## src/core_settings.svh

```systemverilog
//////////////////////////////////////////////////////////////////////
// core settings
// datapath width, register count and reset vector for the
// rv32i subset pipeline
//////////////////////////////////////////////////////////////////////

`ifndef CORE_SETTINGS_SVH
`define CORE_SETTINGS_SVH

// data and address width, one word per fetch
`define CORE_XLEN 32

// integer register file depth, x0 hardwired to zero
`define CORE_NREGS 32

// first fetch address after reset
`define CORE_RESET_PC 32'h0000_0000

`endif

```

## src/core_pkg.sv

```systemverilog
//////////////////////////////////////////////////////////////////////
// core types
// instruction views, decoded control word and the pipeline
// register layouts shared by all stages
//////////////////////////////////////////////////////////////////////

`include "core_settings.svh"

package core_pkg;

  ////////////////////////////////////////////////////////////////////
  // instruction formats, one fetched word seen five ways
  ////////////////////////////////////////////////////////////////////
  typedef struct packed {
    logic [6:0] funct7;
    logic [4:0] rs2;
    logic [4:0] rs1;
    logic [2:0] funct3;
    logic [4:0] rd;
    logic [6:0] opcode;
  } rType;

  typedef struct packed {
    logic [11:0] imm;
    logic [4:0]  rs1;
    logic [2:0]  funct3;
    logic [4:0]  rd;
    logic [6:0]  opcode;
  } iType;

  typedef struct packed {
    logic [6:0] immHi;     // imm[11:5]
    logic [4:0] rs2;
    logic [4:0] rs1;
    logic [2:0] funct3;
    logic [4:0] immLo;     // imm[4:0]
    logic [6:0] opcode;
  } sType;

  typedef struct packed {
    logic       imm12;
    logic [5:0] imm10to5;
    logic [4:0] rs2;
    logic [4:0] rs1;
    logic [2:0] funct3;
    logic [3:0] imm4to1;
    logic       imm11;     // odd spot, rv encoding
    logic [6:0] opcode;
  } bType;

  typedef struct packed {
    logic [19:0] imm;      // upper 20 bits
    logic [4:0]  rd;
    logic [6:0]  opcode;
  } uType;

  typedef union packed {
    rType r;
    iType i;
    sType s;
    bType b;
    uType u;
  } instrWord;

  ////////////////////////////////////////////////////////////////////
  // control and pipeline registers
  ////////////////////////////////////////////////////////////////////
  typedef enum logic [2:0] {
    aluAdd, aluSub, aluAnd, aluOr, aluXor, aluSlt, aluPassB
  } aluOpE;

  typedef struct packed {
    aluOpE aluOp;
    logic  useImm;         // imm replaces operand b
    logic  regWrite;
    logic  memRead;
    logic  memWrite;
    logic  branch;
    logic  brNe;           // bne, else beq
  } ctrlWord;

  typedef struct packed {
    logic                  valid;
    logic [`CORE_XLEN-1:0] pc;
    instrWord              instr;
  } fdReg;

  typedef struct packed {
    logic                  valid;
    logic [`CORE_XLEN-1:0] pc;
    ctrlWord               ctrl;
    logic [`CORE_XLEN-1:0] rs1Val;
    logic [`CORE_XLEN-1:0] rs2Val;
    logic [`CORE_XLEN-1:0] imm;
    logic [4:0]            rs1;
    logic [4:0]            rs2;
    logic [4:0]            rd;
  } deReg;

  typedef struct packed {
    logic                  valid;
    logic                  regWrite;
    logic                  memRead;
    logic                  memWrite;
    logic [`CORE_XLEN-1:0] aluRes;    // also the data address
    logic [`CORE_XLEN-1:0] storeData;
    logic [4:0]            rd;
  } emReg;

  typedef struct packed {
    logic                  we;
    logic [4:0]            rd;
    logic [`CORE_XLEN-1:0] data;
  } wbReq;

  typedef struct packed {
    logic stallF;
    logic stallD;
    logic flushD;
    logic flushE;
  } hazardCtl;

endpackage

```

## src/fetchStage.sv

```systemverilog
//////////////////////////////////////////////////////////////////////
// fetch stage
// pc register, next pc select and the fetch/decode register
//////////////////////////////////////////////////////////////////////

`timescale 1ns/1ps
`include "core_settings.svh"

module fetchStage (
  input  logic                  clk,
  input  logic                  rstN,
  input  core_pkg::hazardCtl    hz,
  input  logic                  brTaken,
  input  logic [`CORE_XLEN-1:0] brTarget,
  output logic [`CORE_XLEN-1:0] imemAddr,
  input  core_pkg::instrWord    imemData,
  output core_pkg::fdReg        fd
);

  logic [`CORE_XLEN-1:0] pc;
  logic [`CORE_XLEN-1:0] pcNext;

  // redirect wins over sequential fetch
  assign pcNext   = brTaken ? brTarget : pc + `CORE_XLEN'(4);
  assign imemAddr = pc;     // imem answers same cycle

  always_ff @(posedge clk) begin
    if (!rstN) begin
      pc <= `CORE_RESET_PC;
    end else if (!hz.stallF) begin    // hold on load-use
      pc <= pcNext;
    end
  end

  ////////////////////////////////////////////////////////////////////
  // fetch/decode register
  ////////////////////////////////////////////////////////////////////
  always_ff @(posedge clk) begin
    if (!rstN) begin
      fd.valid <= 1'b0;
    end else if (hz.flushD) begin
      fd.valid <= 1'b0;               // wrong-path word after a branch
    end else if (!hz.stallD) begin
      fd.valid <= 1'b1;
    end
    if (!hz.stallD) begin
      fd.pc    <= pc;
      fd.instr <= imemData;
    end
  end

endmodule

```

## src/decodeStage.sv

```systemverilog
//////////////////////////////////////////////////////////////////////
// decode stage
// instruction decode, immediate build, register file with
// write-first read, and the decode/execute register
//////////////////////////////////////////////////////////////////////

`timescale 1ns/1ps
`include "core_settings.svh"

module decodeStage (
  input  logic               clk,
  input  logic               rstN,
  input  core_pkg::hazardCtl hz,
  input  core_pkg::fdReg     fd,
  input  core_pkg::wbReq     wb,
  output logic [4:0]         rs1D,
  output logic [4:0]         rs2D,
  output logic               useRs1D,
  output logic               useRs2D,
  output core_pkg::deReg     de
);

  localparam logic [6:0] opReg    = 7'b0110011;
  localparam logic [6:0] opImm    = 7'b0010011;
  localparam logic [6:0] opLui    = 7'b0110111;
  localparam logic [6:0] opLoad   = 7'b0000011;
  localparam logic [6:0] opStore  = 7'b0100011;
  localparam logic [6:0] opBranch = 7'b1100011;

  core_pkg::instrWord    ins;
  core_pkg::ctrlWord     ctrl;
  logic [`CORE_XLEN-1:0] imm;
  logic                  useRs1, useRs2;
  logic [`CORE_XLEN-1:0] regs [`CORE_NREGS];
  logic [`CORE_XLEN-1:0] rs1Val, rs2Val;

  assign ins = fd.instr;

  ////////////////////////////////////////////////////////////////////
  // decoder, anything unknown falls out as a no-op
  ////////////////////////////////////////////////////////////////////
  always_comb begin
    ctrl   = '0;
    imm    = '0;
    useRs1 = 1'b0;
    useRs2 = 1'b0;
    case (ins.r.opcode)
      opReg: begin
        ctrl.regWrite = 1'b1;
        useRs1        = 1'b1;
        useRs2        = 1'b1;
        case ({ins.r.funct7, ins.r.funct3})
          10'b0000000_000: ctrl.aluOp = core_pkg::aluAdd;
          10'b0100000_000: ctrl.aluOp = core_pkg::aluSub;
          10'b0000000_010: ctrl.aluOp = core_pkg::aluSlt;
          10'b0000000_100: ctrl.aluOp = core_pkg::aluXor;
          10'b0000000_110: ctrl.aluOp = core_pkg::aluOr;
          10'b0000000_111: ctrl.aluOp = core_pkg::aluAnd;
          default: begin          // bad funct, no effects
            ctrl.regWrite = 1'b0;
            useRs1        = 1'b0;
            useRs2        = 1'b0;
          end
        endcase
      end
      opImm, opLoad: begin
        if (ins.i.funct3 == ((ins.i.opcode == opLoad) ? 3'b010 : 3'b000)) begin  // addi / lw
          ctrl.useImm   = 1'b1;
          ctrl.regWrite = 1'b1;
          ctrl.memRead  = (ins.i.opcode == opLoad);
          useRs1        = 1'b1;
          imm           = {{20{ins.i.imm[11]}}, ins.i.imm};
        end
      end
      opLui: begin
        ctrl.aluOp    = core_pkg::aluPassB;
        ctrl.useImm   = 1'b1;
        ctrl.regWrite = 1'b1;
        imm           = {ins.u.imm, 12'h000};
      end
      opStore: begin
        if (ins.s.funct3 == 3'b010) begin    // sw only
          ctrl.useImm   = 1'b1;
          ctrl.memWrite = 1'b1;
          useRs1        = 1'b1;
          useRs2        = 1'b1;
          imm           = {{20{ins.s.immHi[6]}}, ins.s.immHi, ins.s.immLo};
        end
      end
      opBranch: begin
        if (ins.b.funct3[2:1] == 2'b00) begin   // beq, bne
          ctrl.branch = 1'b1;
          ctrl.brNe   = ins.b.funct3[0];
          useRs1      = 1'b1;
          useRs2      = 1'b1;
          imm = {{19{ins.b.imm12}}, ins.b.imm12, ins.b.imm11, ins.b.imm10to5,
                 ins.b.imm4to1, 1'b0};
        end
      end
      default: ;
    endcase
    if (ins.r.rd == 5'd0) ctrl.regWrite = 1'b0;   // writes to x0 vanish here
  end

  assign rs1D    = ins.r.rs1;
  assign rs2D    = ins.r.rs2;
  assign useRs1D = useRs1 & fd.valid;   // bubbles never stall
  assign useRs2D = useRs2 & fd.valid;

  ////////////////////////////////////////////////////////////////////
  // register file
  ////////////////////////////////////////////////////////////////////
  always_ff @(posedge clk) begin
    if (!rstN) begin
      for (int i = 0; i < `CORE_NREGS; i++) regs[i] <= '0;  // arch state starts at zero
    end else if (wb.we && wb.rd != 5'd0) begin
      regs[wb.rd] <= wb.data;
    end
  end

  always_comb begin
    rs1Val = regs[ins.r.rs1];
    if (wb.we && wb.rd == ins.r.rs1) rs1Val = wb.data;   // write-first
    if (ins.r.rs1 == 5'd0) rs1Val = '0;
    rs2Val = regs[ins.r.rs2];
    if (wb.we && wb.rd == ins.r.rs2) rs2Val = wb.data;
    if (ins.r.rs2 == 5'd0) rs2Val = '0;
  end

  // decode/execute register, flushE drops a bubble in
  always_ff @(posedge clk) begin
    if (!rstN) begin
      de.valid <= 1'b0;
    end else begin
      de.valid <= fd.valid & ~hz.flushE;
    end
    de.pc     <= fd.pc;
    de.ctrl   <= ctrl;
    de.rs1Val <= rs1Val;
    de.rs2Val <= rs2Val;
    de.imm    <= imm;
    de.rs1    <= ins.r.rs1;
    de.rs2    <= ins.r.rs2;
    de.rd     <= ins.r.rd;
  end

endmodule

```

## src/executeStage.sv

```systemverilog
//////////////////////////////////////////////////////////////////////
// execute stage
// operand forwarding, alu, branch resolve and the
// execute/memory register
//////////////////////////////////////////////////////////////////////

`timescale 1ns/1ps
`include "core_settings.svh"

module executeStage (
  input  logic                  clk,
  input  logic                  rstN,
  input  core_pkg::deReg        de,
  input  core_pkg::wbReq        wb,
  output logic                  brTaken,
  output logic [`CORE_XLEN-1:0] brTarget,
  output core_pkg::emReg        em
);

  logic [`CORE_XLEN-1:0] srcA, fwdB, srcB;
  logic [`CORE_XLEN-1:0] aluRes;
  logic                  srcEq;

  // mem stage first, then writeback, else the decode-time read
  function automatic logic [`CORE_XLEN-1:0] fwdSel(
    input logic [4:0]            idx,
    input logic [`CORE_XLEN-1:0] regVal,
    input core_pkg::emReg        emQ,
    input core_pkg::wbReq        wbQ
  );
    if (idx == 5'd0) return '0;
    if (emQ.valid && emQ.regWrite && emQ.rd == idx) return emQ.aluRes;
    if (wbQ.we && wbQ.rd == idx) return wbQ.data;
    return regVal;
  endfunction

  assign srcA = fwdSel(de.rs1, de.rs1Val, em, wb);
  assign fwdB = fwdSel(de.rs2, de.rs2Val, em, wb);
  assign srcB = de.ctrl.useImm ? de.imm : fwdB;

  ////////////////////////////////////////////////////////////////////
  // alu
  ////////////////////////////////////////////////////////////////////
  always_comb begin
    aluRes = '0;
    case (de.ctrl.aluOp)
      core_pkg::aluAdd:   aluRes = srcA + srcB;    // also ld/st address
      core_pkg::aluSub:   aluRes = srcA - srcB;
      core_pkg::aluAnd:   aluRes = srcA & srcB;
      core_pkg::aluOr:    aluRes = srcA | srcB;
      core_pkg::aluXor:   aluRes = srcA ^ srcB;
      core_pkg::aluSlt:   aluRes[0] = $signed(srcA) < $signed(srcB);
      core_pkg::aluPassB: aluRes = srcB;           // lui
      default:            aluRes = '0;
    endcase
  end

  // branch compare on forwarded regs, not the imm path
  assign srcEq    = (srcA == fwdB);
  assign brTaken  = de.valid & de.ctrl.branch & (de.ctrl.brNe ? ~srcEq : srcEq);
  assign brTarget = de.pc + de.imm;

  // execute/memory register
  always_ff @(posedge clk) begin
    if (!rstN) begin
      em.valid <= 1'b0;
    end else begin
      em.valid <= de.valid;
    end
    em.regWrite  <= de.ctrl.regWrite;
    em.memRead   <= de.ctrl.memRead;
    em.memWrite  <= de.ctrl.memWrite;
    em.aluRes    <= aluRes;
    em.storeData <= fwdB;    // sw data, forwarded
    em.rd        <= de.rd;
  end

endmodule

```

## src/memStage.sv

```systemverilog
//////////////////////////////////////////////////////////////////////
// memory stage
// drives the data port and registers the writeback request
//////////////////////////////////////////////////////////////////////

`timescale 1ns/1ps
`include "core_settings.svh"

module memStage (
  input  logic                  clk,
  input  logic                  rstN,
  input  core_pkg::emReg        em,
  output logic [`CORE_XLEN-1:0] dmemAddr,
  output logic [`CORE_XLEN-1:0] dmemWData,
  output logic                  dmemWe,
  input  logic [`CORE_XLEN-1:0] dmemRData,
  output core_pkg::wbReq        wb
);

  // data port, read is combinational
  assign dmemAddr  = em.aluRes;
  assign dmemWData = em.storeData;
  assign dmemWe    = em.valid & em.memWrite;   // one-cycle strobe

  ////////////////////////////////////////////////////////////////////
  // memory/writeback register
  ////////////////////////////////////////////////////////////////////
  always_ff @(posedge clk) begin
    if (!rstN) begin
      wb.we <= 1'b0;
    end else begin
      wb.we <= em.valid & em.regWrite;
    end
    wb.rd   <= em.rd;
    wb.data <= em.memRead ? dmemRData : em.aluRes;  // load or alu
  end

endmodule

```

## src/hazardUnit.sv

```systemverilog
//////////////////////////////////////////////////////////////////////
// hazard unit
// load-use stall and branch flush for every stage
//////////////////////////////////////////////////////////////////////

`timescale 1ns/1ps

module hazardUnit (
  input  core_pkg::deReg     de,
  input  logic [4:0]         rs1D,
  input  logic [4:0]         rs2D,
  input  logic               useRs1D,
  input  logic               useRs2D,
  input  logic               brTaken,
  output core_pkg::hazardCtl hz
);

  logic loadUse;
  logic rs1Hit, rs2Hit;

  // load sitting in execute, its rd needed by decode
  assign rs1Hit  = useRs1D & (rs1D == de.rd);
  assign rs2Hit  = useRs2D & (rs2D == de.rd);
  assign loadUse = de.valid & de.ctrl.memRead & (de.rd != 5'd0) & (rs1Hit | rs2Hit);

  ////////////////////////////////////////////////////////////////////
  // controls
  ////////////////////////////////////////////////////////////////////
  always_comb begin
    hz.stallF = loadUse & ~brTaken;   // branch beats the stall
    hz.stallD = loadUse & ~brTaken;
    hz.flushD = brTaken;              // kill fd slot
    hz.flushE = brTaken | loadUse;    // bubble into de
  end

endmodule

```

## src/pipeCore.sv

```systemverilog
//////////////////////////////////////////////////////////////////////
// pipeline core
// five-stage rv32i subset, fetch through writeback, with the
// hazard unit driving all stall and flush controls
//////////////////////////////////////////////////////////////////////

`timescale 1ns/1ps
`include "core_settings.svh"

module pipeCore (
  input  logic                  clk,
  input  logic                  rstN,
  // instruction port
  output logic [`CORE_XLEN-1:0] imemAddr,
  input  core_pkg::instrWord    imemData,
  // data port
  output logic [`CORE_XLEN-1:0] dmemAddr,
  output logic [`CORE_XLEN-1:0] dmemWData,
  output logic                  dmemWe,
  input  logic [`CORE_XLEN-1:0] dmemRData
);

  core_pkg::hazardCtl    hz;
  core_pkg::fdReg        fd;
  core_pkg::deReg        de;
  core_pkg::emReg        em;
  core_pkg::wbReq        wb;       // writeback, also a forward source
  logic                  brTaken;
  logic [`CORE_XLEN-1:0] brTarget;
  logic [4:0]            rs1D, rs2D;
  logic                  useRs1D, useRs2D;

  ////////////////////////////////////////////////////////////////////
  // stages
  ////////////////////////////////////////////////////////////////////
  fetchStage fetch (
    .clk, .rstN, .hz,
    .brTaken, .brTarget,
    .imemAddr, .imemData,
    .fd
  );  // pc and fetch/decode register

  decodeStage decode (
    .clk, .rstN, .hz,
    .fd, .wb,
    .rs1D, .rs2D, .useRs1D, .useRs2D,
    .de
  );  // decoder and register file

  executeStage execute (
    .clk, .rstN,
    .de, .wb,
    .brTaken, .brTarget,
    .em
  );  // alu, forwarding, branch resolve

  memStage mem (
    .clk, .rstN,
    .em,
    .dmemAddr, .dmemWData, .dmemWe, .dmemRData,
    .wb
  );  // data port and writeback register

  hazardUnit hzu (
    .de,
    .rs1D, .rs2D, .useRs1D, .useRs2D,
    .brTaken,
    .hz
  );  // global stall and flush

endmodule

```

## config.mk

```make
export PLATFORM = sky130hd
export DESIGN_NAME = pipeCore
export DESIGN_NICKNAME = d
export VERILOG_FILES = /design/src/core_pkg.sv /design/src/fetchStage.sv /design/src/decodeStage.sv /design/src/executeStage.sv /design/src/memStage.sv /design/src/hazardUnit.sv /design/src/pipeCore.sv
export VERILOG_INCLUDE_DIRS = /design/src
export SDC_FILE = /design/constraint.sdc
export NUM_CORES = 2
export LEC_CHECK = 0
export BUFFER_PORTS_ARGS = -buffer_cell sky130_fd_sc_hd__buf_2
export CORE_MARGIN = 4
export CORE_UTILIZATION = 69
export DETAILED_ROUTE_END_ITERATION = 6
export PLACE_DENSITY = 0.87
export RECOVER_POWER = 25
export SLEW_MARGIN = 5
export SYNTH_ARGS = -nofsm -noshare
export SYNTH_HDL_FRONTEND = slang
export SYNTH_SLANG_ARGS = --single-unit
```

## constraint.sdc

```tcl
create_clock -name clk -period 7.5 [get_ports clk]
set_clock_uncertainty 0.2 [all_clocks]
set_input_delay 0.75 -clock clk [delete_from_list [all_inputs] [get_ports clk]]
set_output_delay 0.75 -clock clk [all_outputs]
set_load 0.01 [all_outputs]
```

==> reports/qor.yml <==
synthesized_area_um2: 75800
wirelength_met1_mm: 82.4
startpoint_type: "input port"
synthToLayoutAreaGrowth_pct: 9.16
cts_buffers: 142
ys_ff_latch: 1395
dp_hpwl_mm: 160
timing.final.max_slew_violations: 379
total_number_of_cells_along_the_worst_setup_path: 6
yosys.cell_count.top_type: "sky130_fd_sc_hd__edfxtp_1"
cts_tree: "done"
clock_latency_ps: 800
synth-warning-count: 0
die_w_um: 339
ios: 163
timing.final.setup_violations: 0
worst_hold_slack_ps: 6.41
peakVddDrop_mv: 0.270
detail_route.wl_per_cell_um: 37.2
critical-path-max-stage-delay_ps: 2380
slew-limit-headroom: -2.13
path_delay_family: "buffers and inverters"
firstDrtPassIters: 7
drtIter0Drc: 10300
grt_antenna_before_repair: 23
postSynthCellCount: 5728
grt_max_degree: 146
post_route_cells_drive_above_1_share: 0.208
cells_taking_the_most_area_after_synthesis: "sky130_fd_sc_hd__edfxtp_1 43%, sky130_fd_sc_hd__mux4_2 19%, sky130_fd_sc_hd__and2_1 8.4%"
timing.final.hold_violations: 0
clock_sinks: 1395
critical_path.n_buffers_inverters: 4
synthDistinctLibCells: 81
holdPathStages: 2
design.core.area_um2: 109000
route.vias.total: 55300
violations_in_the_final_reports: "design-rule violations, max-capacitance violations, max-slew violations"
globalplace.congestion: 1.01
grt_pass1_vias: 55600
top_signal_layer_used: "met5"
synth.largest_area_cell: "sky130_fd_sc_hd__edfxtp_1"
outcome: "finished with violations"
critPathCaptureType: "register"
cellLeakagePower_nw: 30.6
fin_nets: 5876
fp.dieArea_um2: 115000
clock_path_buffers: 3
synth-edff-count: 1088
start_util: 0.695
placed_cell_area_um2: 77800
placement.io_buffers: 162
die_height_um: 339
timing.final.crit_share: 0.965
cts_htree_levels: 4
postSynth.asyncResetShare: 0
synth.avg_cell_area_um2: 13.2
nFillCells: 6230
cts_resized: 0
cts_root_buffer: "sky130_fd_sc_hd__clkbuf_16"
stdcell_area_um2: 82700
worstPathCellList: "clkbuf_1, clkbuf_1, nand4_1, buf_4, o21ai_0, buf_4"
worstRegToRegCells: 12
overflow_left_after_global_routing: 0
power.density_nw_per_um2: 254
route.met2.wl_mm: 115
timing.hold.worst.class: "input port to register"
synth_top_flop_cell: "sky130_fd_sc_hd__edfxtp_1"
worst_pin_slew_ps: 4700
achievable-frequency_mhz: 138
crit_path_max_fanout: 33
routed_wl_mm: 268
finalCriticalPeriod_ps: 7240
critPathArrivalTime_ps: 7440
drtAntennaViolNets: 0
global_route.usage.total: 0.465
slowest_library_cell_on_the_worst_path: "sky130_fd_sc_hd__clkbuf_1"
worst-endpoint-required_ps: 7710
avgViaCountPerCell: 7.66
grt_pass1_wl_mm: 385
seq_area_frac_synth: 0.512
unrepaired_setup_endpoints_after_global_routing: "no"
commonest_cells_post_synth: "1,088 x sky130_fd_sc_hd__edfxtp_1, 1,020 x sky130_fd_sc_hd__and2_1, 641 x sky130_fd_sc_hd__mux4_2"
netlist.area_leader.share: 0.431
critPathKind: "input port to register"
clk_pin_slew_ps: 60
placement_rows: 121
drc_violations: 13
max-cap-violations: 15
setup_tns_ps: 0
route.met3.wl_mm: 44.9
==> registers in the layout (all words and copies together) (netlist names), named ones only <==
register,count
mem.wb,38
decode.de,153
execute.em,73
fetch.fd,65
decode.regs,1024
fetch.imemAddr,32
==> logic make-up (layout without fill, tap and decap cells) <==
group	Yosys count	in the layout	share of synthesized area
compound gates	813	813	0.0726
other cells	1	40	0.0000495
xor+xnor	113	113	0.0131
simple gates	1772	1772	0.132
fa+ha+maj	137	137	0.0229
buf+inv	731	763	0.0398
flops	1395	1395	0.512
mux	766	766	0.208
==> cells in the final DEF, fill, tap and decap left out, types with 33 or more instances in the layout <==
master / n
sky130_fd_sc_hd__nor2_1: 230
sky130_fd_sc_hd__nor3_1: 82
sky130_fd_sc_hd__dfxtp_1: 289
sky130_fd_sc_hd__o31ai_1: 33
sky130_fd_sc_hd__buf_4: 137
sky130_fd_sc_hd__xor2_1: 40
sky130_fd_sc_hd__o21ai_0: 138
sky130_fd_sc_hd__nand3_1: 63
sky130_fd_sc_hd__buf_2: 48
sky130_fd_sc_hd__xnor2_1: 73
sky130_fd_sc_hd__a211oi_1: 137
sky130_fd_sc_hd__dlygate4sd3_1: 43
sky130_fd_sc_hd__ha_1: 134
sky130_fd_sc_hd__nand4_1: 55
sky130_fd_sc_hd__mux2i_1: 80
sky130_fd_sc_hd__mux4_2: 641
sky130_fd_sc_hd__and2_0: 138
sky130_fd_sc_hd__clkbuf_16: 148
sky130_fd_sc_hd__a21o_1: 57
sky130_fd_sc_hd__clkbuf_1: 158
sky130_fd_sc_hd__nand2_1: 143
sky130_fd_sc_hd__inv_1: 140
sky130_fd_sc_hd__a21oi_1: 141
sky130_fd_sc_hd__a31oi_1: 45
sky130_fd_sc_hd__and2_1: 882
sky130_fd_sc_hd__edfxtp_1: 1088
==> timing repair <==
| action | CTS | global route |
|---|---|---|
| hold endpoints to repair | 48 | 0 |
| buffers inserted | 0 | 0 |
| setup endpoints to repair | 0 | 0 |
| hold buffers | 43 | 0 |
==> metrics by stage <==
stage / std cells / utilization / total power, mW / setup WS, ps
after CTS: 7205 / 0.762 / 20.7 / 1140
after detailed placement: 6900 / 0.713 / 13.4 / 1220
after global routing: 7209 / 0.759 / 21.5 / 317
after floorplan: 5759 / - / 11.7 / 2330
after global placement: 6900 / 0.713 / 13.3 / 1260
final: 7213 / 0.759 / 21.0 / 262
==> worst paths after layout <==
kind	slack [ps]	to	from
worst max-delay path	260	decode.regs[5][2]	rstN
worst min-delay path	6	mem.wb[22]	dmemRData[22]
worst max register to register	890	fetch.fd[9]	mem.wb[34]
worst min register to register	140	decode.de[122]	fetch.fd[34]
==> report_power, final <==
| group | leakage (nW) | internal [mW] | switching [mW] |
|---|---|---|---|
| sequential | 13.8 | 8.79 | 0.791 |
| combinational | 14.4 | 1.33 | 2.66 |
| clock | 2.32 | 4.27 | 3.20 |
| total | 30.6 | 14.4 | 6.65 |
==> final cells by class <==
type,count,area (µm²),area share
Antenna cell,8,20.0,0.000242
Clock buffer,189,3930,0.0475
Clock inverter,73,893,0.0108
Inverter,142,533,0.00644
Multi-Input combinational cell,3633,34500,0.416
Sequential cell,1395,38900,0.470
Tap cell,1414,1770,0.0214
Timing Repair Buffer,359,2290,0.0277
==> per-layer routing <==
metal | global-route usage | vias up
met4 | 0.336 | 10
li1 | - | 21500
met1 | 0.570 | 26500
met2 | 0.677 | 5631
met3 | 0.182 | 1605
met5 | 0.00583 | -
Note: power is estimated with default switching activity, not from simulation.
